===== src/source/gamePkg.sv =====
package gamePkg;

  typedef logic [5:0] regIdxT;

  // register indices used by hardware
  parameter regIdxT frameSync   = 6'd36;
  parameter regIdxT pelletX     = 6'd37;
  parameter regIdxT pelletY     = 6'd38;
  parameter regIdxT pelletClear = 6'd39;
  parameter regIdxT playerRot   = 6'd49;
  parameter regIdxT pelletData  = 6'd51;

  // grid coordinate, 32 cells per axis
  typedef logic [4:0] cellT;

  typedef logic [1:0] dirT;

  parameter dirT dirUp    = 2'd0;
  parameter dirT dirLeft  = 2'd1;
  parameter dirT dirDown  = 2'd2;
  parameter dirT dirRight = 2'd3;

  // cell lookup driven from the register bank
  typedef struct packed {
    cellT x;
    cellT y;
    logic clear;
  } pelletReqT;

  // the four energizer cells sit on these rows and columns
  parameter cellT powerX0 = 5'd2;
  parameter cellT powerX1 = 5'd27;
  parameter cellT powerY0 = 5'd4;
  parameter cellT powerY1 = 5'd24;

endpackage


===== src/source/pelletStore.sv =====
module pelletStore (
  input  logic               clk,
  input  logic               rstN,
  input  gamePkg::pelletReqT pelletReq,
  output logic [1:0]         pelletBits
);

  localparam int cellBits = $bits(gamePkg::cellT);
  localparam int numCells = 1 << (2 * cellBits);

  logic [numCells-1:0]   grid;
  logic [2*cellBits-1:0] cellIdx;
  logic                  present;
  logic                  onPower;

  // row major, y selects the row
  assign cellIdx = {pelletReq.y, pelletReq.x};

  always_ff @(posedge clk or negedge rstN) begin
    if (!rstN) begin
      grid <= '1;  // every cell starts with a pellet
    end else if (pelletReq.clear) begin
      grid[cellIdx] <= 1'b0;
    end
  end

  assign present = grid[cellIdx];

  assign onPower = (pelletReq.x == gamePkg::powerX0 || pelletReq.x == gamePkg::powerX1) &&
                   (pelletReq.y == gamePkg::powerY0 || pelletReq.y == gamePkg::powerY1);

  // an eaten energizer reads as empty
  assign pelletBits = {present && onPower, present};

endmodule


===== config.mk =====
export PLATFORM = sky130hd
export DESIGN_NAME = pelletStore
export DESIGN_NICKNAME = d
export VERILOG_FILES = /design/src/source/gamePkg.sv /design/src/source/pelletStore.sv
export SDC_FILE = /design/constraint.sdc
export NUM_CORES = 1
export LEC_CHECK = 0
export ABC_AREA = 1
export BUFFER_PORTS_ARGS = -buffer_cell sky130_fd_sc_hd__buf_2
export CAP_MARGIN = 5
export CORE_ASPECT_RATIO = 1.25
export CORE_UTILIZATION = 45
export DETAILED_ROUTE_END_ITERATION = 7
export GPL_ROUTABILITY_DRIVEN = 0
export MAX_ROUTING_LAYER = met4
export SLEW_MARGIN = 40
export SYNTH_ARGS = -nofsm -noshare
export SYNTH_HDL_FRONTEND = slang
export SYNTH_SLANG_ARGS = --single-unit

===== constraint.sdc =====
create_clock -name clk -period 1.8 [get_ports clk]
set_input_delay 0 -clock clk [delete_from_list [all_inputs] [get_ports clk]]
set_output_delay 0 -clock clk [all_outputs]
set_load 0.01 [all_outputs]

-- Word-level counts from Yosys, hierarchy flattened
Cells that the tools add are included.
W data, S select, Z words.
- bitwise operators: 2
- mux-type cells: 4
- $lt $le $gt $ge: 2
- equality and inequality tests: 4
- reduce and logical (&&, ||, !) cells: 5
- operators by type and width (kind ; count):
    $and A1024 B1024 Y1024 ; 1
    $not A1024 Y1024 ; 1
    $lt A10 B11 Y1 const B ; 1
    $bmux W1 S10 ; 1
    $demux W1 S10 ; 1
    $eq A5 B5 Y1 const B ; 2
    $ge A10 B1 Y1 const B ; 1
    $eq A5 B2 Y1 const B ; 1
    $eq A5 B3 Y1 const B ; 1
    $logic_and A1 B1 Y1 ; 3
    $logic_or A1 B1 Y1 ; 2
    $mux W1 ; 2
- output and inout bits: 2
- flip-flop bits (word level): 1024

-- Longest topological paths before layout
- depth in word-level cells: 6
- mapped depth: 19
- mapped depth without buffers: 15

-- Worst setup path before layout
OpenSTA, ideal clock, no wires.
- path type: input-to-output
- from: input pelletReq[6] in the netlist's numbering
- to: output pelletBits[0]
- data required time: 1.800 ns
- stages: 19
- path slack: 0.264 ns
- arrival time: 1.536 ns
- cells stage by stage: buf_6 buf_6 buf_6 buf_2 nand2_1 o21ai_0 nand2_1 nand2_1 nand2_1 nand2_1 nor2_1 nand2_1 nand2_1 nand2_1 o21bai_1 nand2_1 nor2_1 nand2_1 buf_4
- cells in the longest elaborated chain, start to end: 2
- ends and longest elaborated chain (what ; line ; RTL):
    from (decl) ; pelletStore.sv:4 ; input gamePkg::pelletReqT pelletReq,
    $bmux W1 S10 ; pelletStore.sv:27 ; assign present = grid[cellIdx];
    $mux W1 (implied by the code) ; pelletStore.sv:27 ;
    to (decl) ; pelletStore.sv:5 ; output logic [1:0] pelletBits
Every way passes these cells. The select of a mux whose other input is x is not followed.

-- Worst setup path in the final report
- from: register grid[115]
- to: output pelletBits[0]
- cells in the longest elaborated chain, start to end: 2
- ends and longest elaborated chain (what ; line ; RTL):
    from (decl) ; pelletStore.sv:11 ; logic [numCells-1:0] grid;
    from (signal assigned) ; pelletStore.sv:21 ; grid <= '1;
    from (signal, indexed assignment) ; pelletStore.sv:23 ; grid[cellIdx] <= 1'b0;
    $bmux W1 S10 ; pelletStore.sv:27 ;
    $mux W1 (implied by the code) ; pelletStore.sv:27 ;
Every way passes these cells. The select of a mux whose other input is x is not followed.

==> impl_metrics.ini <==
[min_path]
hold_path.class = input port to flip-flop
min_from = pelletReq[10]

[synthesis]
synthesized_netlist_net_count = 5249
synth_area_um2 = 46600
synth-seq-area-share_pct = 57.7
synthDistinctLibCells = 25
synth-warning-count = 0
netlist_instances = 5236
number_of_synthesized_register_bits = 1024
synthesis.area_per_instance_um2 = 8.90

[sta]
fmaxAchievable_mhz = 370
normalized_max_slew_margin_pct = 48.1
tcrit_tclk_final_pct = 150
timing_hold_violations_final = 0
pins_over_their_slew_limit = 0
setup_violations = 2
max_slew.worst_pin.slew_ps = 777
rsz0062_at_grt = true
finalCriticalPeriod_ps = 2700
holdWs_ps = 69.8
skew_ps = 0
fin_ws_ps = -901

[place]
count_of_input_and_output_buffers = 14
post_dp_cell_area_um2 = 52900
place.detailed.instances = 6735
post-place-ws_ps = -870
dpl.hpwl_um = 92900

[drt]
post_drt_via_cell_ratio = 5.36
post-route-drc-count = 0
detail_route.wl_per_cell_um = 21.2
highest_layer = met4
routedLengthMet1_um = 64800
met2_length_um = 69700
dr.first_iter.drc_count = 2995
postRouteAntennaNets = 0
first_pass_iters = 6
wl_um = 147000
met3WireLength_um = 8240
vias = 37139

[power_and_ir_drop]
cellPowerDensity_nw_per_um2 = 886
max-vdd-ir-drop_uv = 671
leakagePower_uw = 0.0266

[final_layout]
synthToLayoutAreaGrowth_pct = 21.9
number_of_flip_flops_under_the_largest_register_name = 1024
final_layout_size_suffix_gt1_share_pct = 33.9
number_of_non_filler_instances_in_the_completed_layout = 6932
layout_commonest_cell = nand2_1
layout_common_cells = 1653 x nand2_1, 1024 x dfstp_2, 571 x a21boi_0
design.final.nets = 5529
layout_top_registers = grid x1024
biggest_register = grid
final_design_area_no_fill_um2 = 56800
final_core_util_pct = 55.5

[setup_path]
crit_arrival_ps = 2700
critPathLaunchType = flip-flop
worst_ep_required_time_ps = 1800
worstPathMaxFanout = 2
critical_path_class = flip-flop to output pin
worstSetupEndpointType = output pin
crit_start = grid[115]
worst_r2r_startpoint = grid[973]

[run_status]
violations = negative setup slack
outcome = complete, but fails checks

[die]
top_ports = 15
die_width_um = 290
num_rows = 131
dieHeight_um = 362
design.die.area_um2 = 105000
start_util_pct = 45.6
fp.coreArea_um2 = 102000

[cts]
clock_input_transition_at_the_sequential_cells_of_the_worst_setup_and_hold_paths_ps = 70
clock-sinks = 1024
cts.repair_timing.setup_buffer_count = 0
cts_tree = built
worst_skew_late_latency_ps = 710
clock_tree.root_cell = clkbuf_16
cts_buffers = 105
clk_buf_depth = 3
ctsHtreeMaxLevel = 3

[grt]
initial_antenna_violation_count = 7
via_count_of_the_first_global_routing_pass = 36758
grt_overflow = 0
grt_start_max_net_pins = 108
wire_length_of_the_first_global_routing_pass_um = 228000
track_usage_pct = 29.1

[run]
maxCapViolations = 0
==> power breakdown <==
group / leakage, µW / internal (µW) / switching (µW)
clock: 0.00175 / 13200 / 9430
sequential: 0.0106 / 23600 / 65.8
combinational: 0.0142 / 1350 / 2690
total: 0.0266 / 38100 / 12200
==> synthesized netlist by cell type <==
| library cell | count | share of area (%) |
|---|---|---|
| nand2_1 | 1694 | 14 |
| dfstp_2 | 1024 | 58 |
| a21boi_0 | 571 | 9.2 |
| a21oi_1 | 477 | 5.1 |
| inv_1 | 437 | 3.5 |
| o21ai_0 | 255 | 2.7 |
| clkbuf_1 | 223 | 1.8 |
| nor2_1 | 180 | 1.4 |
| o21ai_1 | 120 | 1.3 |
| buf_2 | 87 | 0.93 |
| a21boi_1 | 29 | 0.47 |
| buf_4 | 26 | 0.42 |
| nand4_1 | 23 | 0.31 |
| buf_1 | 21 | 0.17 |
| buf_6 | 17 | 0.41 |
| inv_2 | 14 | 0.11 |
| nor3_1 | 11 | 0.12 |
| nor4_2 | 6 | 0.16 |
| o21bai_1 | 5 | 0.081 |
| a31oi_1 | 4 | 0.054 |
| nor3_4 | 4 | 0.14 |
| nor2_2 | 3 | 0.040 |
| nor3_2 | 2 | 0.043 |
| nor4_1 | 2 | 0.027 |
| nand2_2 | 1 | 0.013 |
==> routing by layer <==
layer / vias to the layer above / track usage (%)
met3: 244 / 3.24
met5: - / -
met1: 18630 / 39.3
met2: 1005 / 46.4
li1: 17260 / -
met4: 0 / 8.77
==> final timing paths <==
check	end	slack (ps)	cells after the start
max in group asynchronous	grid[852]	980	3
worst min register to register	grid[985]	440	2
worst max-delay path	pelletBits[0]	-900	15
min in group asynchronous	grid[598]	150	3
worst max register to register	grid[973]	470	3
worst min-delay path	grid[255]	70	6
==> timing repair <==
action,4_1_cts,5_1_grt
pin swaps,27,28
resized for setup,65,75
hold endpoints to repair,729,0
setup endpoints to repair,2,2
hold buffers,6,0
==> layout make-up <==
class / instances / area, µm²
diodes: 1 / 2.50
repair buffers: 547 / 6080
inverters: 451 / 1700
well taps: 1330 / 1660
multi-input cells: 3387 / 16900
clock inverters: 41 / 502
flip-flops and latches: 1024 / 26900
clock buffers: 151 / 3080
fillers: 9094 / 45500
==> metrics by stage <==
stage          total power, µW  setup TNS, ps
6_report                 50300          -1800
5_1_grt                  51900          -1980
4_1_cts                  50700          -1870
3_5_place_dp             27900         -55090
3_3_place_gp             27900         -54200
2_1_floorplan            25700              0
==> worst max-delay path: stages (launching register included) <==
cell      delay, ps
dfstp_2         360
inv_1            70
nor2_1           50
a21oi_1         110
nand2_1          60
nand2_1          50
nand2_1          50
nor2_1          320
nand2_1          90
nand2_1          90
nand2_2          90
o21bai_1        130
nand2_1         110
nor2_4          160
nand2_2         120
buf_6           150
==> cells by family after synthesis <==
group                  count (synthesis)  share of synthesized area (%)
and+or+nand+nor                     1926                           15.9
DFF                                 1024                           57.7
AOI/OAI and AO/OA                   1461                           19.0
buffers and inverters                825                           7.36
Power figures use the tool's default switching activity.
