$ cat src/source/videoTiming.sv
module videoTiming #(
  parameter int hVisible = 640,
  parameter int hFront   = 16,
  parameter int hSync    = 96,
  parameter int hBack    = 48,
  parameter int vVisible = 480,
  parameter int vFront   = 10,
  parameter int vSync    = 2,
  parameter int vBack    = 33
) (
  input  logic clk,
  input  logic rstN,
  output logic hsync,
  output logic vsync,
  output logic frameTick
);

  localparam int hTotal = hVisible + hFront + hSync + hBack;
  localparam int vTotal = vVisible + vFront + vSync + vBack;
  localparam int hBits  = $clog2(hTotal);
  localparam int vBits  = $clog2(vTotal);

  localparam int hSyncStart = hVisible + hFront;
  localparam int vSyncStart = vVisible + vFront;

  logic [hBits-1:0] hpos;
  logic [vBits-1:0] vpos;

  always_ff @(posedge clk or negedge rstN) begin
    if (!rstN) begin
      hpos <= '0;
      vpos <= '0;
    end else if (hpos == hBits'(hTotal - 1)) begin
      hpos <= '0;
      vpos <= (vpos == vBits'(vTotal - 1)) ? '0 : vpos + 1'b1;
    end else begin
      hpos <= hpos + 1'b1;
    end
  end

  // both syncs active low
  assign hsync = !(hpos >= hBits'(hSyncStart) && hpos < hBits'(hSyncStart + hSync));
  assign vsync = !(vpos >= vBits'(vSyncStart) && vpos < vBits'(vSyncStart + vSync));

  // first pixel of the blanking interval, once per frame
  assign frameTick = (vpos == vBits'(vVisible)) && (hpos == '0);

endmodule

$ cat config.mk
export PLATFORM = sky130hd
export DESIGN_NAME = videoTiming
export DESIGN_NICKNAME = d
export VERILOG_FILES = /design/src/source/videoTiming.sv
export SDC_FILE = /design/constraint.sdc
export NUM_CORES = 1
export LEC_CHECK = 0
export BUFFER_PORTS_ARGS = -buffer_cell sky130_fd_sc_hd__buf_2
export CORE_MARGIN = 5
export CORE_UTILIZATION = 58
export DETAILED_ROUTE_END_ITERATION = 6
export PLACE_DENSITY = 0.81
export RECOVER_POWER = 100
export SYNTH_ARGS = -nofsm -noshare
export SYNTH_HDL_FRONTEND = slang
export SYNTH_SLANG_ARGS = --single-unit
$ cat constraint.sdc
create_clock -name clk -period 2.1 [get_ports clk]
set_input_delay 0 -clock clk [delete_from_list [all_inputs] [get_ports clk]]
set_output_delay 0 -clock clk [all_outputs]
set_load 0.1 [all_outputs]
After elaboration in Yosys (flattened, before gate mapping)
Index checks and enable logic that the tools add are counted.
{"block": "op_classes", "magnitude_cmp": 4, "n_reduce_logical": 6, "eq_ne": 3, "mux": 2, "addsub": 2}
{"cell": "$add 10x1->10 const B", "count": 2}
{"cell": "$eq 10x10->1 const B", "count": 2}
{"cell": "$mux 10", "count": 2}
{"cell": "$eq 10x9->1 const B", "count": 1}
{"cell": "$ge 10x10->1 const B", "count": 1}
{"cell": "$ge 10x9->1 const B", "count": 1}
{"cell": "$logic_not 10->1", "count": 1}
{"cell": "$lt 10x10->1 const B", "count": 1}
{"cell": "$lt 10x9->1 const B", "count": 1}
{"cell": "$logic_and 1x1->1", "count": 3}
{"cell": "$logic_not 1->1", "count": 2}
{"block": "totals", "input_bits": 2, "output_inout_bits": 3, "wordCells": 19, "ff_bits": 20}

Longest topological paths before layout
Gate-level depths: netlist of the first run.
{"block": "depth", "ltp_word": 3, "depth_mapped": 6, "depth_no_buf": 6}

Least setup slack after synthesis of the first run
Ideal clock, no wire load.
{"block": "synth_timing", "kind": "reg-to-output", "from": "register vpos[0]", "to": "output vsync", "t_arrival_ns": 2.121, "path_buffers": 0, "path_slack_ns": -0.021, "t_required_ns": 2.100, "stages_incl_launch_ff": 4, "path_cell_list": "dfrtp_1 inv_1 ha_1 o211ai_1"}
{"block": "synth_between", "elab_chain_len": 3, "elab_cells_between_ends": 4, "classes_between": "order compare (2); reduce/logical (2)"}
{"element": "start, declared", "line_no": "27", "text": "logic [vBits-1:0] vpos;"}
{"element": "start signal, assigned", "line_no": "35", "text": "vpos <= (vpos == vBits'(vTotal - 1)) ? '0 : vpos + 1'b1;"}
{"element": "$ge 10x9->1 / $lt 10x9->1 (equally long branches)", "line_no": "43", "text": "assign vsync = !(vpos >= vBits'(vSyncStart) && vpos < vBits'(vSyncStart + vSync));"}
{"element": "$logic_and 1x1->1 *", "line_no": "43"}
{"element": "$logic_not 1->1 *", "line_no": "43"}
{"element": "end, declared", "line_no": "14", "text": "output logic vsync,"}
Mark *: on every way between the ends. The rest lies on a longest branch, timed or not.

Final worst setup path of the first run
{"block": "layout_timing", "from": "register vpos[5]", "to": "output frameTick"}
{"block": "layout_between", "elab_chain_len": 2}
{"element": "$eq 10x9->1", "line_no": "46", "text": "assign frameTick = (vpos == vBits'(vVisible)) && (hpos == '0);"}
{"element": "$logic_and 1x1->1", "line_no": "46"}
{"element": "end, declared", "line_no": "15", "text": "output logic frameTick"}
No other way between the ends.

==> results_dict.tcl, run 1 <==
set metrics [dict create \
    ctsRootBufferMaster "clkbuf_4" \
    finalNonFillerCells 141 \
    synth-seq-area-share_pct 46.1 \
    cts_tree "built" \
    avgSynthCellArea_um2 9.78 \
    fin_skew_ns 0.00687 \
    max_stage_delay_ns 0.43 \
    relSlewSlack_pct 30.1 \
    synthCells 111 \
    via_count 836 \
    die_h_um 53.3 \
    drc 0 \
    worstPathArrival_ns 1.93 \
    synth_top_family_by_area "simple AND/OR/NAND/NOR gates" \
    synth_cell_types 32 \
    die_area_um2 2840 \
    synth-async-reset-ratio_pct 100 \
    synthToLayoutAreaGrowth_pct 5.18 \
    fin_crit_sh_pct 91.7 \
    synth_nets 118 \
    crit_fanout 5 \
    core_um2 1750 \
    crit_chain "and3_1 -> nand2_1 -> nor4_1 -> and4_1 -> clkbuf_4" \
    synth_edf_count 0 \
    critPathKind "reg2out" \
    ys_seq_elements 20 \
    die_w_um 53.3 \
    port_buffers 4 \
    finalHoldViolations 0 \
    clock.fmax_ghz 0.519 \
    worst-path-buf-inv 1 \
    critical_path.endpoint_type "output pin" \
    grt_pass1_wl_um 3700 \
    syn_area_um2 1090 \
    status "finished clean" \
    critPathSlowestCell "dfrtp_1" \
    synth_largest_area_cell "dfrtp_1" \
    gp_congestion 0.869 \
    synthSimpleGateAreaFrac_pct 27.2 \
    htree_levels 1 \
    max_slew.worst_pin.slew_ns 1.05 \
    drive_gt1_share_pct 7.76 \
    yosysMostFrequentCell "dfrtp_1" \
    grt_usage_pct 18.1 \
    cp.required_ns 2.10 \
    synth_mux_area_share_pct 0.922 \
    cts.sinks 20 \
    powerDensity_nw_per_um2 496 \
    dpl.cell_count 137 \
    finalSetupViolCount 0 \
    vdd_drop_max_mv 0.367 \
    synth_top_area_share_pct 46.1 \
    p_leak_nw 0.504 \
    grt_pass1_vias 826 \
    finalNetCount 125 \
    io_pins 5 \
    fin_crit_ns 1.93 \
    yosys_warnings 0 \
    drtIter0Drc 18 \
    tns_ns 0 \
    wl_per_cell_um 14.2 \
    antennaDiodeCount 0 \
    netlist_top_cells_count "20 x dfrtp_1, 11 x nand2_1, 10 x nand3_1" \
    initial_core_util_pct 62.2 \
    slew_violations 0 \
    firstDrtPassIters 4 \
    holdWs_ns 0.399 \
    synth_xor_area_share_pct 8.06 \
    crit_family "simple AND/OR/NAND/NOR gates" \
    cts_made_buffers 3 \
    grt_start_max_net_pins 21 \
    synth_adder_area_share_pct 5.76 \
    synth_area_leaders "dfrtp_1 46%, ha_1 5.8%, xor2_1 4.8%, nand3_1 4.6%, nand2_1 3.8%" \
    synthFlopType "dfrtp_1" \
    total_power_w 0.000566 \
    grt_overflow 0 \
    cap_violations 0 \
    ant_nets 0 \
    drt-total-wl_um 2000 \
    cts_buffer_depth 2 \
    clk_latency_ns 0.29 \
    hold_class "in2async" \
    synth_compound_gate_area_share_pct 7.03 \
    fin_util_pct 65.4 \
    clk_pin_slew_ns 0.10 \
    grt_antenna_before_repair 0 \
    vias_per_cell 5.93 \
    dpl.hpwl_um 1460 \
    setup.worst_path.start_class "register" \
    rows 15 \
    rsz0062_at_grt "no" \
]
## registers in the layout, summed over array words and instances, names as in the netlist
signal and flops:
hpos 10, vpos 10
## worst reg2reg max path, stage by stage (launching register included)
cell,delay [ns]
dfrtp_1,0.41
ha_1,0.22
and4_1,0.28
nand4_1,0.20
clkbuf_1,0.23
nor3_1,0.25
xor2_1,0.16
## cell usage in the layout, fill, tap and decap left out, types with 2 or more instances in the layout
| cell type | n |
|---|---|
| nor2_1 | 6 |
| dfrtp_1 | 20 |
| xor2_1 | 6 |
| clkbuf_1 | 2 |
| o21ai_0 | 3 |
| and4_1 | 3 |
| nand4_1 | 5 |
| clkbuf_2 | 2 |
| xnor2_1 | 4 |
| o211ai_1 | 3 |
| and3_1 | 2 |
| inv_1 | 6 |
| nor3_1 | 7 |
| o31ai_1 | 2 |
| nor4b_1 | 2 |
| nand2_1 | 11 |
| ha_1 | 4 |
| clkbuf_4 | 4 |
| a21oi_1 | 2 |
| nand3_1 | 10 |
## per-layer routing
metal	GRT usage [%]	vias to the layer above	wire, µm
met4	7.66	0	27
met2	26.7	17	889
li1	-	409	-
met5	0	-	0
met1	25.4	406	1010
met3	3.66	4	77
## worst paths after layout
check	startpoint	end	slack (ns)	cells after the start
min in group clk	vpos[7]	vpos[7]	0.51	1
min reg2reg	vpos[7]	vpos[7]	0.51	1
min	rstN	vpos[3]	0.40	2
max in group asynchronous	rstN	hpos[2]	1.07	2
max reg2reg	hpos[0]	vpos[7]	0.28	6
max	vpos[5]	frameTick	0.17	5
## repair_timing
item | CTS | global route
hold buffers | 1 | 0
endpoints found under the setup margin | 0 | 1
buffers inserted | 0 | 0
gates resized for setup | 0 | 1
endpoints found under the hold margin | 20 | 0
## layout make-up
class / instances / area, µm²
fill: 145 / 603
multi-input combinational: 81 / 531
sequential: 20 / 500
timing repair buffer: 6 / 35.0
tap: 25 / 31.3
clock buffer: 3 / 22.5
inverter: 6 / 22.5
## kinds of logic after synthesis
group | after synthesis
buffers and inverters | 10
XOR/XNOR | 10
adder cells (fa/ha/maj) | 5
flip-flops | 20
multiplexers | 1
AND/OR/NAND/NOR | 53
AO/OA/AOI/OAI | 12
## power by group
group	switching [W]	total, W	internal (W)
registers	0	0.000385	0.000385
logic	0.00000724	0.00000884	0.00000160
clock network	0.000106	0.000173	0.0000668
total	0.000113	0.000566	0.000453
## metrics by stage
stage / setup WS, ns / cell area (µm²)
after global routing: 0.00887 / 1140
after CTS: 0.0811 / 1150
after floorplan: 0.00976 / 1090
final: 0.173 / 1140
after global placement: 0.414 / 1120
after detailed placement: 0.338 / 1120
Note: power is estimated with default switching activity, not from simulation.
==> inputs of run 2 (changes only) <==
--- a/config.mk
+++ b/config.mk
@@ -7,9 +7,10 @@
 export LEC_CHECK = 0
 export BUFFER_PORTS_ARGS = -buffer_cell sky130_fd_sc_hd__buf_2
 export CORE_MARGIN = 5
-export CORE_UTILIZATION = 58
+export CORE_UTILIZATION = 45
 export DETAILED_ROUTE_END_ITERATION = 6
-export PLACE_DENSITY = 0.81
+export HOLD_SLACK_MARGIN = 0.06
+export PLACE_DENSITY = 0.66
 export RECOVER_POWER = 100
 export SYNTH_ARGS = -nofsm -noshare
 export SYNTH_HDL_FRONTEND = slang
==> run 2 against run 1 <==
  * Worst hold slack got worse by 0.0060 ns
  * Count of clock-buffer cells in the layout unchanged
  * Sequential power is essentially flat
  * Sequential share of layout area shrank 1.3 points
  * Power increased by 27%
  * Clock power up 87%
  * Cell count grew 2.8%
  * Flip-flop and latch count unchanged
  * Combinational power up 2.8%
  * Utilization fell by 13 points
  * Global-route usage fell by 4.9 points
==> results_dict.tcl, run 2 (synthesized netlist as in run 1, its figures left out) <==
set metrics [dict create \
    status "finished clean" \
    p_comb_share_pct 1.3 \
    grt_start_max_net_pins 21 \
    max_stage_delay_ns 0.45 \
    p_clk_share_pct 45.1 \
    cts_made_buffers 3 \
    htree_levels 1 \
    postCtsSetupBuffers 0 \
    grt_pass1_vias 760 \
    relSlewSlack_pct 27.4 \
    crit_fanout 5 \
    grt_pass1_wl_um 3490 \
    cap_violations 0 \
    clock.fmax_ghz 0.523 \
    crit_chain "and3_1 -> nand2_1 -> nor4_1 -> and4_1 -> clkbuf_4" \
    placed_cell_area_um2 1120 \
    critPathKind "reg2out" \
    grt_usage_pct 13.2 \
    rsz0062_at_grt "no" \
    die_h_um 59.1 \
    via_count 819 \
    fin_crit_sh_pct 91.0 \
    gp_congestion 0.823 \
    p_int_w 0.000580 \
    cts_buffer_depth 2 \
    total_power_w 0.000718 \
    drt-total-wl_um 2060 \
    hold_class "in2async" \
    p_leak_nw 0.517 \
    crit_family "simple AND/OR/NAND/NOR gates" \
    antennaDiodeCount 0 \
    clk_pin_slew_ns 0.13 \
    fin_skew_ns 0.00734 \
    synthToLayoutAreaGrowth_pct 8.30 \
    core_um2 2250 \
    finalHoldViolations 0 \
    critPathSlowestCell "dfrtp_1" \
    port_buffers 4 \
    fin_util_pct 52.2 \
    vias_per_cell 5.65 \
    drive_gt1_share_pct 8.55 \
    clk_latency_ns 0.31 \
    dpl.hpwl_um 1420 \
    rows 17 \
    fin_area_um2 1180 \
    ctsRootBufferMaster "clkbuf_4" \
    setup.worst_path.start_class "register" \
    fin_crit_ns 1.91 \
    critical_path.endpoint_type "output pin" \
    die_w_um 59.1 \
    finalSetupViolCount 0 \
    final_cell_mix "20 x dfrtp_1, 11 x nand2_1, 10 x nand3_1, 7 x nor3_1" \
    final_common_cell "dfrtp_1" \
    cts_tree "built" \
    die_area_um2 3500 \
    grt_antenna_before_repair 0 \
    p_switching_w 0.000138 \
    initial_core_util_pct 48.2 \
    grt_overflow 0 \
    worst-path-buf-inv 1 \
    max_slew.worst_pin.slew_ns 1.09 \
    vdd_drop_max_mv 0.531 \
    drc 0 \
    powerDensity_nw_per_um2 611 \
    firstDrtPassIters 4 \
    p_seq_share_pct 53.6 \
    ant_nets 0 \
    worstPathArrival_ns 1.91 \
    tns_ns 0 \
    wl_per_cell_um 14.2 \
    slew_violations 0 \
    finalNetCount 125 \
    switching_share_pct 19.3 \
    reg_top3 "hpos x10, vpos x10" \
    drtIter0Drc 24 \
    cp.required_ns 2.10 \
    cts.sinks 20 \
    io_pins 5 \
]
[run 2: cell types whose count changed in the layout (fill, tap and decap cells not counted)]
cell | before | now
buf_2 | 0 | 1
bufinv_16 | 0 | 1
clkbuf_2 | 2 | 1
[run 2: worst paths after layout]
kind	start	endpoint	slack (ns)	depth (start not counted)
min reg2reg	vpos[8]	vpos[8]	0.51	1
max reg2reg	hpos[0]	vpos[7]	0.27	6
max in group asynchronous	rstN	vpos[1]	1.06	2
min	rstN	vpos[9]	0.39	2
min in group clk	vpos[8]	vpos[8]	0.51	1
max	vpos[5]	frameTick	0.19	5
[run 2: power by group through the flow]
| stage | Clock (W) | Sequential, W | Combinational [W] |
|---|---|---|---|
| after detailed placement | 0 | 0.000392 | 0.00000878 |
| after global placement | 0 | 0.000392 | 0.00000870 |
| after global routing | 0.000332 | 0.000385 | 0.0000111 |
| final | 0.000324 | 0.000385 | 0.00000909 |
| after floorplan | 0 | 0.000393 | 0.000000000226 |
| after CTS | 0.000326 | 0.000385 | 0.0000102 |
[run 2: area by class of cell]
cell class | instances | area (µm²)
clock inverters | 1 | 30.0
clock buffers | 3 | 22.5
repair buffers | 6 | 35.0
fillers | 210 | 1080
well taps | 28 | 35.0
multi-input cells | 81 | 531
inverters | 6 | 22.5
flip-flops and latches | 20 | 500
[run 2: metal layers]
metal	global-route usage (%)	routed length [µm]
met5	0	0
met4	4.85	27
met3	2.83	75
met2	20.0	960
met1	18.2	996
[run 2: worst register-to-register path, cell delays in order, from the launching register on]
cell	delay, ns
dfrtp_1	0.42
ha_1	0.21
and4_1	0.29
nand4_1	0.21
clkbuf_1	0.23
nor3_1	0.25
xor2_1	0.16
[run 2: stage by stage]
step                setup slack [ns]  hold WS (ns)  std cells
global route                  0.0333         0.513        145
global placement               0.410       -0.0230        140
finish                         0.189         0.393        145
CTS                           0.0987         0.170        145
detailed placement             0.342       -0.0207        140
floorplan                    0.00976        -0.296        111
[run 2: what timing repair did]
action                                 in CTS  in global routing
endpoints found under the hold margin      20                  0
hold buffers                                1                  0
setup endpoints to repair                   0                  1
resized for setup                           0                  1
