$ cat config.mk
export PLATFORM = sky130hd
export DESIGN_NAME = keyDecoder
export DESIGN_NICKNAME = d
export VERILOG_FILES = /design/src/source/gamePkg.sv /design/src/source/keyDecoder.sv
export SDC_FILE = /design/constraint.sdc
export NUM_CORES = 1
export LEC_CHECK = 0
export ABC_AREA = 1
export BUFFER_PORTS_ARGS = -buffer_cell sky130_fd_sc_hd__buf_2
export CAP_MARGIN = 20
export CORE_AREA = 2 2 39 41
export CTS_BUF_LIST = sky130_fd_sc_hd__clkbuf_8 sky130_fd_sc_hd__clkbuf_16
export DETAILED_ROUTE_END_ITERATION = 8
export DIE_AREA = 0 0 41 43
export GPL_ROUTABILITY_DRIVEN = 1
export PLACE_DENSITY = 0.61
export SLEW_MARGIN = 25
export SYNTH_ARGS = -nofsm -noshare
export SYNTH_HDL_FRONTEND = slang
export SYNTH_SLANG_ARGS = --single-unit
$ cat constraint.sdc
create_clock -name clk -period 2.3 [get_ports clk]
set_clock_uncertainty 0.15 [all_clocks]
set_input_delay 0.46 -clock clk [delete_from_list [all_inputs] [get_ports clk]]
set_output_delay 0.46 -clock clk [all_outputs]
set_load 0.02 [all_outputs]
$ cat src/source/gamePkg.sv
package gamePkg;

  typedef logic [5:0] regIdxT;

  // register indices used by hardware
  parameter regIdxT frameSync   = 6'd36;
  parameter regIdxT pelletX     = 6'd37;
  parameter regIdxT pelletY     = 6'd38;
  parameter regIdxT pelletClear = 6'd39;
  parameter regIdxT playerRot   = 6'd49;
  parameter regIdxT pelletData  = 6'd51;

  // grid coordinate, 32 cells per axis
  typedef logic [4:0] cellT;

  typedef logic [1:0] dirT;

  parameter dirT dirUp    = 2'd0;
  parameter dirT dirLeft  = 2'd1;
  parameter dirT dirDown  = 2'd2;
  parameter dirT dirRight = 2'd3;

  // cell lookup driven from the register bank
  typedef struct packed {
    cellT x;
    cellT y;
    logic clear;
  } pelletReqT;

  // the four energizer cells sit on these rows and columns
  parameter cellT powerX0 = 5'd2;
  parameter cellT powerX1 = 5'd27;
  parameter cellT powerY0 = 5'd4;
  parameter cellT powerY1 = 5'd24;

endpackage

$ cat src/source/keyDecoder.sv
module keyDecoder (
  input  logic          clk,
  input  logic          rstN,
  input  logic [7:0]    keycode,
  output gamePkg::dirT  dir,
  output logic          keystrobe
);

  logic         hit;
  gamePkg::dirT newDir;
  logic [7:0]   lastCode;

  // arrow codes only, everything else is ignored
  always_comb begin
    hit    = 1'b1;
    newDir = gamePkg::dirUp;
    case (keycode)
      8'hf7:   newDir = gamePkg::dirUp;
      8'hf3:   newDir = gamePkg::dirDown;
      8'he1:   newDir = gamePkg::dirLeft;
      8'he4:   newDir = gamePkg::dirRight;
      default: hit = 1'b0;
    endcase
  end

  always_ff @(posedge clk or negedge rstN) begin
    if (!rstN) begin
      dir       <= gamePkg::dirLeft;
      keystrobe <= 1'b0;
      lastCode  <= '0;
    end else begin
      lastCode  <= keycode;
      keystrobe <= 1'b0;
      if (hit && keycode != lastCode) begin  // one strobe per new code
        dir       <= newDir;
        keystrobe <= 1'b1;
      end
    end
  end

endmodule

Word-level counts from Yosys, hierarchy flattened

Index checks and enable logic that the tools add are counted.

Bits in registers: 11
Bits of input ports: 10
Output and inout port bits: 3
Logic and storage cells: 13

Equal/unequal tests: 5
Mux-type cells: 3
Reductions and logical operators: 2

Operator list:

| operator                                   | number |
|---|---|
| 8-bit equality test, second input constant | 4 |
| 8-bit != test                              | 1 |
| 2-bit case mux with 3 select lines         | 1 |
| 4-bit OR reduction                         | 1 |
| 1-bit 2-to-1 mux                           | 2 |
| 1-bit logical AND                          | 1 |

Logic depth before layout (Yosys ltp)

Gate-level depths: netlist of run 1.

Word-level depth: 5
Gate-level depth with buffers: 9

Worst setup path before layout of run 1

Ideal clock, no wire load.

Path type: input to register
Start point: input port keycode[7]
End point: register dir[1]
Arrival time: 981 ps
Required time: 2033 ps
Setup slack: 1052 ps
Stages on the path: 7
Path through: nand3_1 nor2_2 nand3_1 nand2_2 nand2_2 nand2_1 nand2_1

Word-level cells in the longest chain between the ends: 4
Elaborated cells on any way between the ends: 9
Classes of those cells: eq/ne (5); mux (2); reduce/logical (2)

RTL lines:

| item                         | line             | text |
|---|---|---|
| start: declaration           | keyDecoder.sv:4  | `input logic [7:0] keycode,` |
| 8-bit equality test          | keyDecoder.sv:17 | `case (keycode)` |
| 4-bit OR reduction (no line) | n/a              |  |
| 1-bit 2-to-1 mux             | keyDecoder.sv:17 |  |
| 1-bit logical AND            | keyDecoder.sv:34 | `if (hit && keycode != lastCode) begin` |
| end signal: assignment       | keyDecoder.sv:28 | `dir <= gamePkg::dirLeft;` |
| end signal: assignment       | keyDecoder.sv:35 | `dir <= newDir;` |
| end: declaration             | keyDecoder.sv:5  | `output gamePkg::dirT dir,` |

Parallel ways exist; a longest one is shown, timed or not.
A chain may end at the register's enable or synchronous reset.

Worst setup path in the final report of run 1

Start point: register dir[0]
End point: output port dir[0]

No word-level cell between the ends.

==> results.py, run 1 <==
metrics = {
    "run_status": {
        "outcome": "completed",
    },
    "place": {
        "port_buffers": 12,
        "gp_congestion": 0.734,
        "place_worst_setup_slack_ns": 0.831,
        "dp_cells": 97,
        "dpl.hpwl_um": 743,
    },
    "layout": {
        "instances_no_fill": 102,
        "final_util": 0.483,
        "drive_above_1_share": 0.221,
        "final_common_cell": "nand2_1",
        "fillers": 139,
        "area_growth_pct": 25.4,
        "fin_nets": 97,
        "final_cell_mix": "nand2_1, inv_1, buf_2",
        "diodes": 0,
    },
    "sta": {
        "drv_slew": 0,
        "worst_slack_ns": 0.774,
        "period_needed_ns": 1.53,
        "worst_pin_slew_ns": 0.260,
        "slew_headroom": 0.827,
        "max_freq_ghz": 0.655,
        "rsz0062_at_grt": "no",
        "setup-violations-final": 0,
        "fin_tns_setup_ns": 0,
        "finalHoldViolCount": 0,
        "fin_crit_sh": 0.664,
    },
    "routing": {
        "drt_iter0_markers": 5,
        "wire_per_inst_um": 9.35,
        "drt-pass1-iter-count": 3,
        "drc": 0,
        "ant_nets": 0,
        "vias": 451,
        "viasPerCell": 4.42,
        "wirelength_um": 954,
    },
    "clock_network": {
        "insertion_delay_ns": 0.24,
        "htree_levels": 1,
        "clock-sinks": 11,
        "clk_pin_slew_worst_paths_ns": 0.05,
        "cts_root_buf": "clkbuf_8",
        "cts_tree": "done",
        "clk_path_buf_depth": 2,
        "post_cts_buffers": 0,
        "cts_buffers": 3,
    },
    "synthesis": {
        "avgSynthCellArea_sq_um": 7.72,
        "synthCells": 69,
        "ys_warn_count": 0,
        "synth_nets": 79,
        "netlist_area_sq_um": 533,
        "yosys_register_bits": 11,
        "ys_seq_area_frac": 0.519,
        "yosys.cell_types.count": 11,
    },
    "floorplanning": {
        "pin_count": 13,
        "rows": 14,
        "start_util": 0.385,
        "fp.dieW_um": 41,
        "die_area_sq_um": 1760,
        "die_h_um": 43,
        "core_area_sq_um": 1380,
    },
    "power_and_ir_drop": {
        "power_per_cell_area_nw_per_um2": 693,
        "peakVddDrop_mv": 0.473,
        "p_leak_nw": 0.400,
        "finalPower_mw": 0.463,
    },
    "worst_setup_path": {
        "crit_buf_inv": 1,
        "cp-end-kind": "output port",
        "critPathTopFamily": "flip-flops",
        "critPathSlowestCell": "dfstp_2",
        "cp.required_ns": 1.69,
        "cp_max_fo": 2,
        "worstSetupPathType": "register to output port",
        "cp_data_arrival_time_ns": 0.92,
        "path_cells": "buf_2",
        "start_kind": "register",
        "slowest_delay_ns": 0.52,
    },
    "grt": {
        "grt_pass1_wl_um": 1640,
        "grt_pass1_vias": 419,
        "grt_start_max_net_pins": 12,
        "grt.total_usage": 0.143,
        "grt_overflow_total": 0,
        "antenna_found_initial": 0,
    },
    "min_path": {
        "hold_class": "primary input to register",
    },
    "flow_run": {
        "maxCapViolCount": 0,
    },
}
## where the power goes
part	internal (mW)	leakage [nW]	switching (mW)
Sequential	0.208	0.132	0.00533
Combinational	0.0229	0.242	0.0338
Clock	0.117	0.0269	0.0756
Total	0.348	0.400	0.115
## sequential cells by signal (all words and copies together) (netlist names)
name       count
keystrobe      1
lastCode       8
dir            2
## metal layers
| layer | GRT usage | part of all wire | vias to the layer above |
|---|---|---|---|
| li1 | - | - | 234 |
| met2 | 0.231 | 0.48 | 9 |
| met4 | 0.100 | 0.038 | 0 |
| met3 | 0.0157 | 0.037 | 4 |
| met5 | 0 | 0 | - |
| met1 | 0.164 | 0.44 | 204 |
## metrics by stage
step | cell area [sq um] | hold slack, ns
after floorplan | 533 | 0.0144
after global placement | 613 | 0.192
after detailed placement | 613 | 0.199
after CTS | 668 | 0.209
after global routing | 668 | 0.214
final | 668 | 0.210
## cell families (layout without fill, tap and decap cells)
| group | count (synthesis) | in the layout | share of synthesized area |
|---|---|---|---|
| XOR/XNOR | 4 | 4 | 0.0657 |
| buffers and inverters | 12 | 29 | 0.0845 |
| flip-flops | 11 | 11 | 0.519 |
| AND/OR/NAND/NOR | 42 | 42 | 0.331 |
## synthesized netlist by cell type
cell type  instances  area, sq um
xor2_1             1         8.76
nand3b_1           2         15.0
dfstp_2            1         26.3
nor2_1             5         18.8
inv_1             12         45.0
dfrtp_1           10          250
nand3_1            3         15.0
nand2_1           29          109
nand2_2            2         12.5
nor2_2             1         6.26
xnor2_1            3         26.3
## final cells by class
cell class	count	area (sq um)	share of cell area
clock buffer	3	41.3	0.0618
clock inverter	1	3.75	0.00562
inverter	12	45.0	0.0674
multi-input combinational	46	211	0.316
sequential	11	277	0.414
tap	16	20.0	0.0300
timing repair buffer	13	70.1	0.105
## timing repair
action	4_1_cts	5_1_grt
hold endpoints to repair	10	0
resized for setup	0	0
hold buffers	1	0
## final timing paths
kind	from	cells past startpoint	slack, ns	to
max	dir[0]$_DFFE_PN1P_	1	0.77	dir[0]
min	keycode[6]	1	0.21	lastCode[6]$_DFF_PN0_
max reg2reg	lastCode[7]$_DFF_PN0_	9	1.13	dir[0]$_DFFE_PN1P_
min reg2reg	dir[1]$_DFFE_PN0P_	2	0.32	dir[1]$_DFFE_PN0P_
max in group asynchronous	rstN	2	1.26	dir[0]$_DFFE_PN1P_
min in group asynchronous	rstN	2	0.47	lastCode[5]$_DFF_PN0_
Power figures use the tool's default switching activity.
==> inputs of run 2 (changes only) <==
Settings changed: ABC_AREA 1 to 0, PLACE_DENSITY 0.61 to 0.58.
Clock period 2.3 ns to 1.4 ns, I/O delays scaled along.
==> results.py, run 2 <==
metrics = {
    "synthesis": {
        "yosysMostFrequentCell": "dfrtp_1",
        "ys_seq_area_frac": 0.580,
        "synthCells": 37,
        "avgSynthCellArea_sq_um": 12.9,
        "synth_commonest_cells": "dfrtp_1, xnor2_1",
        "synth.top_cell.area_share": 0.525,
        "synth_compound_area_frac": 0.0892,
        "muxShareOfSynthArea": 0.0236,
        "ys_top_cells_by_area": "dfrtp_1, xnor2_1, dfstp_2",
        "synth-adder-area-share": 0,
        "synth_edf_count": 0,
        "ys_warn_count": 0,
        "synth-xor-area-share": 0.147,
        "netlist_area_sq_um": 477,
        "yosys.cell_types.count": 17,
        "yosysTopAreaCell": "dfrtp_1",
        "synth_nets": 47,
        "async_flop_share": 1.00,
        "synth_top_family_by_area": "simple AND/OR/NAND/NOR gates",
        "synth-main-ff-cell": "dfrtp_1",
        "yosys_register_bits": 11,
        "synth_simple_gate_area_share": 0.160,
    },
    "sta": {
        "finalHoldViolCount": 0,
        "worst_slack_ns": -0.203,
        "worst_pin_slew_ns": 0.246,
        "period_needed_ns": 1.60,
        "slew_headroom": 0.835,
        "fin_crit_sh": 1.14,
        "rsz0062_at_grt": "yes",
        "drv_slew": 0,
        "max_freq_ghz": 0.624,
        "setup-violations-final": 2,
    },
    "layout": {
        "drive_above_1_share": 0.508,
        "fillers": 123,
        "final_common_cell": "buf_4",
        "regMostFlops": "lastCode",
        "reg_top3": "lastCode: 8 flops, dir: 2 flops, keystrobe: 1 flops",
        "fin_nets": 76,
        "final_cell_mix": "buf_4, dfrtp_1, buf_2",
        "area_growth_pct": 56.2,
        "largest_reg_flops": 8,
        "diodes": 0,
    },
    "floorplanning": {
        "pin_count": 13,
        "core_area_sq_um": 1380,
        "die_h_um": 43,
        "die_area_sq_um": 1760,
        "fp.dieW_um": 41,
        "rows": 14,
        "start_util": 0.344,
    },
    "flow_run": {
        "maxCapViolCount": 0,
    },
    "power_and_ir_drop": {
        "peakVddDrop_mv": 0.582,
        "power_per_cell_area_nw_per_um2": 1010,
        "p_leak_nw": 0.335,
        "finalPower_mw": 0.755,
    },
    "grt": {
        "grt_pass1_vias": 389,
        "grt_pass1_wl_um": 1700,
        "grt_start_max_net_pins": 12,
        "antenna_found_initial": 0,
        "grt_overflow_total": 0,
        "grt.total_usage": 0.151,
    },
    "place": {
        "place_worst_setup_slack_ns": -0.447,
        "port_buffers": 12,
        "gp_congestion": 0.746,
        "dpl.hpwl_um": 753,
    },
    "clock_network": {
        "clk_path_buf_depth": 2,
        "clock-sinks": 11,
        "clk_pin_slew_worst_paths_ns": 0.05,
        "insertion_delay_ns": 0.24,
        "cts_tree": "done",
        "cts_buffers": 3,
        "htree_levels": 1,
        "cts_root_buf": "clkbuf_8",
    },
    "run_status": {
        "violations": "setup timing",
        "outcome": "complete, but fails checks",
    },
    "routing": {
        "drt_iter0_markers": 6,
        "vias": 399,
        "ant_nets": 0,
        "drc": 0,
        "drt-pass1-iter-count": 4,
        "wirelength_um": 1080,
        "wire_per_inst_um": 13.3,
        "viasPerCell": 4.93,
    },
    "worst_setup_path": {
        "worstSetupPathType": "primary input to register",
        "cp.required_ns": 1.37,
        "cp_max_fo": 3,
        "cp-end-kind": "register",
        "cp_data_arrival_time_ns": 1.57,
        "start_kind": "primary input",
    },
    "min_path": {
        "hold_class": "primary input to register",
    },
}
run 2: changes by cell type after synthesis, sizes merged, moves of 2 or more:
cell and delta:
nand2 -31, inv -12, xnor2 +5, nor2 -4, nand3 -2, nand4 +2
nand4b +2, o21a +2, or4b +2
run 2: cell families after synthesis:
logic type and Yosys count:
flip-flops 11, AND/OR/NAND/NOR 11, XOR/XNOR 8, AO/OA/AOI/OAI 6, multiplexers 1
run 2: layout make-up:
class / instances / area (sq um) / area share
clock buffer: 3 / 41.3 / 0.0555
clock inverter: 1 / 3.75 / 0.00504
multi-input combinational: 26 / 234 / 0.314
sequential: 11 / 277 / 0.371
tap: 16 / 20.0 / 0.0269
timing repair buffer: 24 / 169 / 0.227
run 2: through the flow:
step	hold WS, ns	util	setup TNS [ns]	area [sq um]	cells
final	0.0371	0.538	-0.246	744	81
after global routing	0.0339	0.538	-0.381	744	81
after CTS	0.0369	0.533	-0.271	737	81
after detailed placement	0.0124	0.457	-0.754	632	75
after global placement	0.00753	0.457	-0.723	632	75
after floorplan	-0.166	-	-0.273	477	37
run 2: worst max-delay path, cell delays in order:
cell	delay, ns
buf_8	0.10
or4b_4	0.54
a31oi_4	0.19
o21a_2	0.17
mux2_4	0.29
run 2: per-layer routing:
metal  global-route usage  up-vias  routed length, um
met3               0.0366        2                 55
li1                     -      194                  -
met1                0.174      189                455
met2                0.244       14                550
met5                    0        -                  0
met4               0.0800        0                 14
run 2: where the power goes:
group	switching [mW]	internal (mW)	total, mW
logic	0.0467	0.0598	0.106
clock network	0.117	0.192	0.310
registers	0.00619	0.333	0.339
run 2: repair_timing:
item / 4_1_cts / 5_1_grt
pin swaps: 3 / 3
resized for setup: 9 / 2
hold buffers: 1 / 0
endpoints found under the setup margin: 2 / 2
hold endpoints to repair: 10 / 0
buffers inserted: 1 / 0
run 2: worst paths after layout:
check                                            from                    end  slack, ns  depth (start not counted)
worst max-delay path                       keycode[4]     dir[1]$_DFFE_PN0P_      -0.20                          5
worst min-delay path                       keycode[3]  lastCode[3]$_DFF_PN0_       0.04                          1
min in group asynchronous                        rstN  lastCode[0]$_DFF_PN0_       0.28                          2
max in group asynchronous                        rstN     dir[0]$_DFFE_PN1P_       0.55                          2
worst min register to register     dir[1]$_DFFE_PN0P_     dir[1]$_DFFE_PN0P_       0.36                          1
worst max register to register  lastCode[1]$_DFF_PN0_     dir[1]$_DFFE_PN0P_      -0.08                          4
