## config.mk

```make
export PLATFORM = sky130hd
export DESIGN_NAME = gameRegs
export DESIGN_NICKNAME = d
export VERILOG_FILES = /design/src/source/busPkg.sv /design/src/source/gamePkg.sv /design/src/source/gameRegs.sv
export SDC_FILE = /design/constraint.sdc
export NUM_CORES = 1
export LEC_CHECK = 0
export ABC_AREA = 0
export BUFFER_PORTS_ARGS = -buffer_cell sky130_fd_sc_hd__buf_4
export CAP_MARGIN = 20
export CELL_PAD_IN_SITES_DETAIL_PLACEMENT = 0
export CELL_PAD_IN_SITES_GLOBAL_PLACEMENT = 1
export CORE_MARGIN = 2
export CORE_UTILIZATION = 46
export DETAILED_ROUTE_END_ITERATION = 6
export HOLD_SLACK_MARGIN = 0.08
export PLACE_DENSITY_LB_ADDON = 0.1
export SLEW_MARGIN = 20
export SYNTH_ARGS = -nofsm -noshare
export SYNTH_HDL_FRONTEND = slang
export SYNTH_SLANG_ARGS = --single-unit
```

## constraint.sdc

```tcl
create_clock -name clk -period 3.2 [get_ports clk]
set_clock_uncertainty 0.15 [all_clocks]
set_input_delay 0.48 -clock clk [delete_from_list [all_inputs] [get_ports clk]]
set_output_delay 0.48 -clock clk [all_outputs]
set_load 0.01 [all_outputs]
```

## src/source/busPkg.sv

```systemverilog
package busPkg;

  // processor data word
  typedef logic [15:0] wordT;

  // address as seen by the decoder
  typedef struct packed {
    logic [1:0]  region;
    logic [13:0] offset;
  } busFieldsT;

  typedef union packed {
    logic [15:0] raw;  // plain address word
    busFieldsT   f;    // region and offset
  } busAddrU;

  // one request per cycle, no handshake
  typedef struct packed {
    busAddrU addr;
    wordT    wdata;
    logic    we;
  } busReqT;

  // region 0 holds the register window followed by work RAM
  parameter logic [1:0] regionRam = 2'd0;

  // register window size, RAM starts right after it
  parameter int regWindow = 64;

endpackage

```

## src/source/gamePkg.sv

```systemverilog
package gamePkg;

  typedef logic [5:0] regIdxT;

  // register indices used by hardware
  parameter regIdxT frameSync   = 6'd36;
  parameter regIdxT pelletX     = 6'd37;
  parameter regIdxT pelletY     = 6'd38;
  parameter regIdxT pelletClear = 6'd39;
  parameter regIdxT playerRot   = 6'd49;
  parameter regIdxT pelletData  = 6'd51;

  // grid coordinate, 32 cells per axis
  typedef logic [4:0] cellT;

  typedef logic [1:0] dirT;

  parameter dirT dirUp    = 2'd0;
  parameter dirT dirLeft  = 2'd1;
  parameter dirT dirDown  = 2'd2;
  parameter dirT dirRight = 2'd3;

  // cell lookup driven from the register bank
  typedef struct packed {
    cellT x;
    cellT y;
    logic clear;
  } pelletReqT;

  // the four energizer cells sit on these rows and columns
  parameter cellT powerX0 = 5'd2;
  parameter cellT powerX1 = 5'd27;
  parameter cellT powerY0 = 5'd4;
  parameter cellT powerY1 = 5'd24;

endpackage

```

## src/source/gameRegs.sv

```systemverilog
module gameRegs (
  input  logic               clk,
  input  logic               rstN,
  input  logic               regWe,
  input  gamePkg::regIdxT    regIdx,
  input  busPkg::wordT       wdata,
  output busPkg::wordT       regRdata,
  input  logic               frameTick,
  input  gamePkg::dirT       dir,
  output gamePkg::pelletReqT pelletReq,
  input  logic [1:0]         pelletBits
);

  localparam int numRegs = 64;

  busPkg::wordT regFile [numRegs];

  always_ff @(posedge clk or negedge rstN) begin
    if (!rstN) begin
      for (int i = 0; i < numRegs; i++) begin
        regFile[i] <= '0;
      end
    end else begin
      if (regWe) begin
        regFile[regIdx] <= wdata;
      end
      // tick comes last so it beats a same-cycle write of zero
      if (frameTick) begin
        regFile[gamePkg::frameSync] <= 16'd1;
      end
    end
  end

  // live values replace two of the stored words on readback
  always_comb begin
    case (regIdx)
      gamePkg::playerRot:  regRdata = 16'(dir);
      gamePkg::pelletData: regRdata = 16'(pelletBits);
      default:             regRdata = regFile[regIdx];
    endcase
  end

  assign pelletReq.x     = regFile[gamePkg::pelletX][4:0];
  assign pelletReq.y     = regFile[gamePkg::pelletY][4:0];
  assign pelletReq.clear = regFile[gamePkg::pelletClear][0];  // held until cpu writes 0

endmodule

```

== Yosys cells after proc, flatten, opt, wreduce, memory -nomap -nowiden ==
Cells that the tools add are included.
Storage, ports and cells
  register bits: 1024
  input port bits: 30
  logic and storage cells: 80
  output and inout port bits: 27
Cells by class
  bitwise gates (word level): 1
  order comparisons: 2
  equality and inequality tests: 2
  muxes and demuxes: 9
  reductions and logical operators: 2
Operator list (number)
  $bwmux 1024: 1
  $mux 448: 1
  $bmux 16 s6: 1
  $demux 16 s6: 1
  $mux 16: 4
  $pmux 16 s2: 1
  $eq 6x6->1 const B: 2
  $ge 7x7->1 const B: 1
  $lt 7x1->1 const B: 1
  $not 6->7: 1
  $reduce_bool 2->1: 1
  $logic_and 1x1->1: 1

== Longest topological paths before layout ==
Gate-level depths: netlist of run 1.
  depth in word-level cells: 8
  gate-level depth with buffers: 11
  depth with buffers taken out: 6

== Worst setup path after synthesis of run 1 ==
OpenSTA, ideal clock, no wires.
  kind: input to output
  start: input regIdx[2]
  end: output regRdata[4]
  path buffers: 4
  data required time: 2.570 ns
  slack: 0.511 ns
  data arrival time: 2.059 ns
  stages on the path: 8
  path through: buf_2 buf_2 buf_2 buf_2 mux4_2 a22oi_1 o2111ai_1 o22a_1
Between the ends
  cells in the longest elaborated chain, start to end: 5
  elaborated cells between the ends (all ways): 7
  those cells by class: eq/ne: 2; mux: 4; bitwise: 1
Ends and longest elaborated chain
  start: declaration: line gameRegs.sv:5  | input gamePkg::regIdxT regIdx,
  $not 6->7 (not written as such): line gameRegs.sv:39  | default: regRdata = regFile[regIdx];
  $bmux 16 s6: line gameRegs.sv:39
  $mux 16 (not written as such) (2 in series): line gameRegs.sv:39
  $pmux 16 s2 (*): line gameRegs.sv:36  | case (regIdx)
  end: declaration: line gameRegs.sv:7  | output busPkg::wordT regRdata,
Mark *: on every way between the ends. The rest lies on a longest branch, timed or not. The select of a mux whose other input is x is not followed.

== Final worst setup path of run 1 ==
  start: register regFile[37] in the netlist's numbering
  end: output regRdata[5]
Between the ends
  cells in the longest elaborated chain, start to end: 4
Ends and longest elaborated chain
  start: declaration: line gameRegs.sv:16  | busPkg::wordT regFile [numRegs];
  start signal: indexed assignment: line gameRegs.sv:25  | regFile[regIdx] <= wdata;
  $bmux 16 s6: line gameRegs.sv:39
  $mux 16 (not written as such) (2 in series): line gameRegs.sv:39
  $pmux 16 s2: line gameRegs.sv:36
No other way between the ends. The select of a mux whose other input is x is not followed.

==> flow_summary.yaml, run 1 <==
status:
  status: "finished with violations"
  violations: "design-rule violations, negative setup slack"
worst_setup_path:
  required_ns: 2.57
  r2r_end: "regFile[307]"
  r2r_start: "regFile[307]"
  cp-start-kind: "register"
  rr_worst_depth: 3
  worstPathArrival_ns: 3.04
  r2r_slack_ns: 2.03
  crit_type: "register to primary output"
  cp_slowest_cell: "a222oi_1"
  cp_max_fo: 2
  crit_path_end_kind: "primary output"
  worstPathCellList: "mux2_2 > a221o_1 > a222oi_1 > o22ai_1 > a2111oi_2 > a31oi_2 > buf_4"
  max_stage_delay_ns: 0.47
routing:
  dr.pass1.iters: 7
  antenna_left: 0
  via_per_inst: 6.18
  routed_wl_um: 164000
  drt-initial-drc-count: 2972
  num_vias: 32100
  routedWlPerCell_um: 31.6
  drc: 1
clock_tree:
  cts_buffers: 111
  clk_pin_slew_ns: 0.06
  cts_buffer_depth: 3
  root_buffer: "clkbuf_16"
  clk_latency_ns: 0.70
  htree_levels: 3
  cts_tree: "done"
  cts_num_sinks: 1022
global_route:
  grtUsageMet2_pct: 48.8
  grt-ovfl-total: 0
  grt_pass1_wl_um: 239000
  track_usage_pct: 30.8
  met3_usage_pct: 4.99
  antenna_found_initial: 3
  grt_use_met1_pct: 43.1
  grt_max_degree: 99
  busiest_layer: "met2"
  grt_pass1_vias: 33300
run:
  maxCapViolCount: 0
floorplanning:
  num_rows: 117
  pin_count: 57
  die_w_um: 325
  die-area_um2: 106000
  start_util_pct: 46.5
  chipHeight_um: 325
  core_um2: 102000
layout:
  final_util_pct: 57.2
  area_growth_syn_to_layout_pct: 23.2
  drive_gt1_share_pct: 55.8
  multi_input_area_um2: 21000
  stdcell_area_um2: 58400
  num-fill-cells: 8140
  seqCellArea_um2: 25600
  finalNetCount: 3761
synth:
  synth_seq_cells: 1022
  syn_inst: 3386
  ys_types: 70
  synth_edf_count: 0
  syn_area_um2: 47400
  synth_top_cell_by_area: "dfrtp_1"
  synth.area.top_cells: "dfrtp_1 (54%), mux2_2 (26%), mux4_2 (3.3%), mux2i_1 (2.7%), a221oi_1 (1.8%)"
  ys_seq_area_share_pct: 54.0
  syn-num-nets: 3416
  ys.warnings.count: 0
  yosysTopAreaCellShare_pct: 54.0
  synth_flop_cell: "dfrtp_1"
  yosysMostFrequentCell: "mux2_2"
  synthArstFlopShare_pct: 100
  syn_avg_cell_area_um2: 14.0
  synthTopCellsByCount: "mux2_2 (1,089), dfrtp_1 (1,022), clkbuf_1 (138), mux2i_1 (128), buf_2 (107)"
sta:
  finalCritPeriodShare_pct: 115
  holdWs_ns: 0.204
  period_minus_slack_ns: 3.67
  slew_violations: 0
  setup_viol: 16
  rsz0062_at_grt: "yes"
  worstMarginPinSlew_ns: 1.01
  slew-limit-headroom_pct: 32.7
  hold_viol_final: 0
  timing.fmax_mhz: 273
  setup_slack_ns: -0.470
worst_hold_path:
  hold_class: "input pin to async pin"
power_and_ir_drop:
  power_w: 0.0343
  vdd_drop_max_mv: 0.542
  power.density_nw_per_um2: 588
  power.leakage_nw: 27.1
placement:
  port_buffers: 56
  hpwl_um: 107000
  gp_congestion: 0.868
  placed_cell_area_um2: 52800
==> where the power goes <==
part	total, W	switching, W	leakage [nW]	internal, W
Sequential	0.0155	0.000916	13.6	0.0146
Clock	0.0135	0.00541	1.91	0.00812
Combinational	0.00527	0.00254	11.6	0.00273
==> per-layer routing <==
layer	vias to the layer above	wire [µm]	part of all wire, %
met5	-	8	0.0049
met1	17400	71400	44
met2	1082	76500	47
met3	291	9950	6.1
met4	2	6320	3.8
li1	13300	-	-
==> worst max-delay path, delay by kind of cell, from the launching register on <==
family	cells	cell delay [ns]
AOI/OAI and AO/OA	5	1.49
buffers and inverters	1	0.21
DFF	1	0.38
muxes	1	0.28
==> placed cells by master, fill, tap and decap left out, drive strengths merged, types with 4 or more instances in the layout <==
master	instances
nor2b	5
a31oi	33
a221o	7
a222oi	7
o22ai	61
mux2	1090
o21ai	41
nor3	9
o211ai	7
dfrtp	1022
mux2i	128
bufinv	12
mux4	70
a22oi	74
a211oi	9
o2bb2ai	5
inv	6
nand2	87
a221oi	97
clkbuf	173
o22a	11
o221ai	6
nor2	81
a32oi	4
and3	17
a22o	27
nand3	29
a311oi	4
clkinv	25
a21oi	56
buf	571
and2	5
==> layout make-up <==
type,instances,area share [%]
Antenna cell,2,0.00857
Clock buffer,169,5.70
Clock inverter,42,0.906
Inverter,4,0.0279
Multi-Input combinational cell,2012,36.0
Sequential cell,1022,43.8
Tap cell,1368,2.93
Timing Repair Buffer,580,10.6
==> flip-flops by register name, indices dropped and copies added (netlist names) <==
register   flops
pelletReq     11
regFile     1011
==> worst max path at each step <==
stage | start | to | slack [ns]
3_5_place_dp | regIdx[2] | regRdata[12] | -0.78
3_3_place_gp | regIdx[2] | regRdata[12] | -0.77
5_1_grt | regFile[37] | regRdata[5] | -0.55
2_1_floorplan | regIdx[2] | regRdata[4] | 0.51
6_report | regFile[37] | regRdata[5] | -0.47
4_1_cts | regFile[37] | regRdata[5] | -0.45
==> metrics by stage <==
stage               cells  setup WS, ns  setup TNS (ns)
CTS                  5176        -0.449           -2.75
finish               5199        -0.470           -2.59
global placement     4944        -0.767           -7.27
detailed placement   4944        -0.778           -7.23
global route         5197        -0.545           -3.09
floorplan            3386         0.511               0
==> logic make-up after synthesis <==
family | after synthesis | synth area share [%]
AND/OR/NAND/NOR | 253 | 2.85
AO/OA/AOI/OAI | 471 | 7.27
flip-flops | 1022 | 54.0
buffers and inverters | 352 | 4.00
multiplexers | 1288 | 31.9
==> timing repair <==
action                                  in CTS  in global routing
gates resized for setup                    150                102
cloned                                       4                  0
endpoints found under the setup margin      16                 16
pin swaps                                   53                 45
endpoints found under the hold margin       60                  0
buffers inserted                            16                 28
hold buffers                                 2                  0
(Power assumes the default switching activity.)
==> run 2, diff against run 1 <==
Settings changed: BUFFER_PORTS_ARGS -buffer_cell sky130_fd_sc_hd__buf_4 to -buffer_cell sky130_fd_sc_hd__buf_2.
==> run 2 against run 1 <==
Net effect:
- critical path type unchanged
- fmax shrank 0.49%
- the flow finishes with violations (negative setup slack)
- highest routed layer unchanged
- first-iteration DRC count shrank 1.5%
- setup slack lost 0.018 ns
- hold slack lost 0.081 ns
- sequential power is essentially flat
- via count grew 0.69%
- sequential cell count is the same
- die area is the same
- utilization grew 0.077 points
- sequential share of layout area shrank 0.059 points
- largest cell class unchanged
==> flow_summary.yaml, run 2 (synthesis results as in run 1) <==
power_and_ir_drop:
  share_seq_of_total_power_pct: 45.3
  power.density_nw_per_um2: 587
  power.leakage_nw: 27.2
  share_comb_of_total_power_pct: 15.3
  switching_share_pct: 26.2
  vdd_drop_max_mv: 0.431
  clkPwrFrac_pct: 39.4
  p_int_w: 0.0253
  p_switching_w: 0.00898
clock_tree:
  cts_tree: "done"
  clk_latency_ns: 0.70
  cts_num_sinks: 1022
  root_buffer: "clkbuf_16"
  clk_pin_slew_ns: 0.06
  cts_buffer_depth: 3
  cts_buffers: 115
  htree_levels: 3
layout:
  drive_gt1_share_pct: 55.8
  multi_input_area_um2: 20900
  final_cell_mix: "mux2_2 (1,083), dfrtp_1 (1,022), buf_4 (370), buf_12 (135), clkbuf_16 (123)"
  final_common_cell: "mux2_2"
  final_util_pct: 57.3
  largest_reg_flops: 1011
  layout.cells.non_filler: 5212
  seqCellArea_um2: 25600
  finalNetCount: 3778
  top_register: "regFile"
  area_growth_syn_to_layout_pct: 23.4
  num-fill-cells: 8182
routing:
  num_vias: 32300
  routed_wl_um: 168000
  dr.pass1.iters: 6
  drc: 0
  routedWlPerCell_um: 32.2
  drt-initial-drc-count: 2926
  antenna_left: 0
  via_per_inst: 6.20
placement:
  hpwl_um: 112000
  gp_congestion: 0.900
  place_ws_ns: -0.611
  dp_cells: 4953
  port_buffers: 56
worst_setup_path:
  cp_max_fo: 2
  rr_worst_depth: 2
  cp_slowest_cell: "a222oi_1"
  crit_path_end_kind: "primary output"
  cp_top_family: "compound AO/OA/AOI/OAI gates"
  crit_type: "register to primary output"
  required_ns: 2.57
  path_buf_inv: 3
  max_stage_delay_ns: 0.44
  r2r_slack_ns: 2.16
  cpMostUsedCell: "buf_4"
  cp-start-kind: "register"
  worstPathArrival_ns: 3.06
  r2r_end: "regFile[775]"
  worstPathCellList: "mux2_2 > a221o_1 > a222oi_1 > buf_4 > o22ai_4 > a2111oi_4 > a31oi_1 > buf_4 > buf_6"
  r2r_start: "regFile[775]"
sta:
  setup_tns_ns: -2.08
  worstMarginPinSlew_ns: 1.12
  slew_violations: 0
  setup_slack_ns: -0.488
  finalCritPeriodShare_pct: 115
  timing.fmax_mhz: 271
  period_minus_slack_ns: 3.69
  hold_viol_final: 0
  rsz0062_at_grt: "yes"
  setup_viol: 15
  slew-limit-headroom_pct: 25.6
global_route:
  grt_pass1_wl_um: 241000
  track_usage_pct: 31.2
  grt_pass1_vias: 33800
  antenna_found_initial: 7
  grt_max_degree: 112
  grt-ovfl-total: 0
floorplanning:
  num_rows: 117
  start_util_pct: 46.5
  pin_count: 57
  die-area_um2: 106000
  die_w_um: 325
  core_um2: 102000
  chipHeight_um: 325
run:
  maxCapViolCount: 0
status:
  status: "finished with violations"
  violations: "negative setup slack"
worst_hold_path:
  hold_start: "frameTick"
  hold_class: "input pin to register"
  whs_path_depth: 3
  min_to: "regFile[432]"
==> run 2: worst min-delay path, cell delays in order <==
cell and delay, ns:
buf_2 0.17, nor4_1 0.14, a21oi_1 0.14
==> run 2: routing by layer <==
| metal | wire, µm | vias up | part of all wire [%] | track usage, % |
|---|---|---|---|---|
| li1 | - | 13400 | - | - |
| met1 | 70900 | 17500 | 42 | 42.2 |
| met2 | 78900 | 1143 | 47 | 50.1 |
| met3 | 10700 | 315 | 6.4 | 5.61 |
| met4 | 7010 | 6 | 4.2 | 12.5 |
| met5 | 33 | - | 0.020 | 0 |
==> run 2: worst max path at each step <==
stage                            start           end  slack, ns  depth (start not counted)
after floorplan              regIdx[2]   regRdata[4]       0.51                          8
after global placement       regIdx[2]  regRdata[14]      -0.67                         11
after detailed placement     regIdx[2]  regRdata[14]      -0.61                         11
after CTS                 regFile[117]   regRdata[5]      -0.51                          9
after global routing       regFile[37]   regRdata[5]      -0.60                          9
final                      regFile[37]   regRdata[5]      -0.49                          9
==> run 2: area by class of cell <==
type | instances | share of cell area, %
clock buffers | 165 | 5.69
well taps | 1368 | 2.93
flip-flops and latches | 1022 | 43.7
repair buffers | 593 | 11.0
inverters | 4 | 0.0321
multi-input cells | 2012 | 35.7
diodes | 4 | 0.0171
clock inverters | 44 | 0.882
==> run 2: power groups by stage <==
stage | Combinational [W] | Sequential, W | Clock (W)
2_1_floorplan | 0.00298 | 0.0154 | 0
5_1_grt | 0.00557 | 0.0157 | 0.0143
4_1_cts | 0.00505 | 0.0155 | 0.0137
3_5_place_dp | 0.00492 | 0.0157 | 0
3_3_place_gp | 0.00477 | 0.0156 | 0
6_report | 0.00526 | 0.0155 | 0.0135
==> run 2: repair_timing <==
item | in CTS | in global routing
endpoints found under the setup margin | 16 | 16
buffers inserted | 8 | 40
endpoints found under the hold margin | 133 | 0
gates resized for setup | 80 | 132
cloned | 2 | 6
hold buffers | 1 | 0
pin swaps | 18 | 58
==> run 2: through the flow <==
step                power, W  cell area [µm²]  hold slack [ns]
global route          0.0355            58500           0.0856
global placement      0.0203            53000            0.297
finish                0.0343            58500            0.123
CTS                   0.0342            57400           0.0962
detailed placement    0.0206            53000            0.312
floorplan             0.0184            47400           0.0344
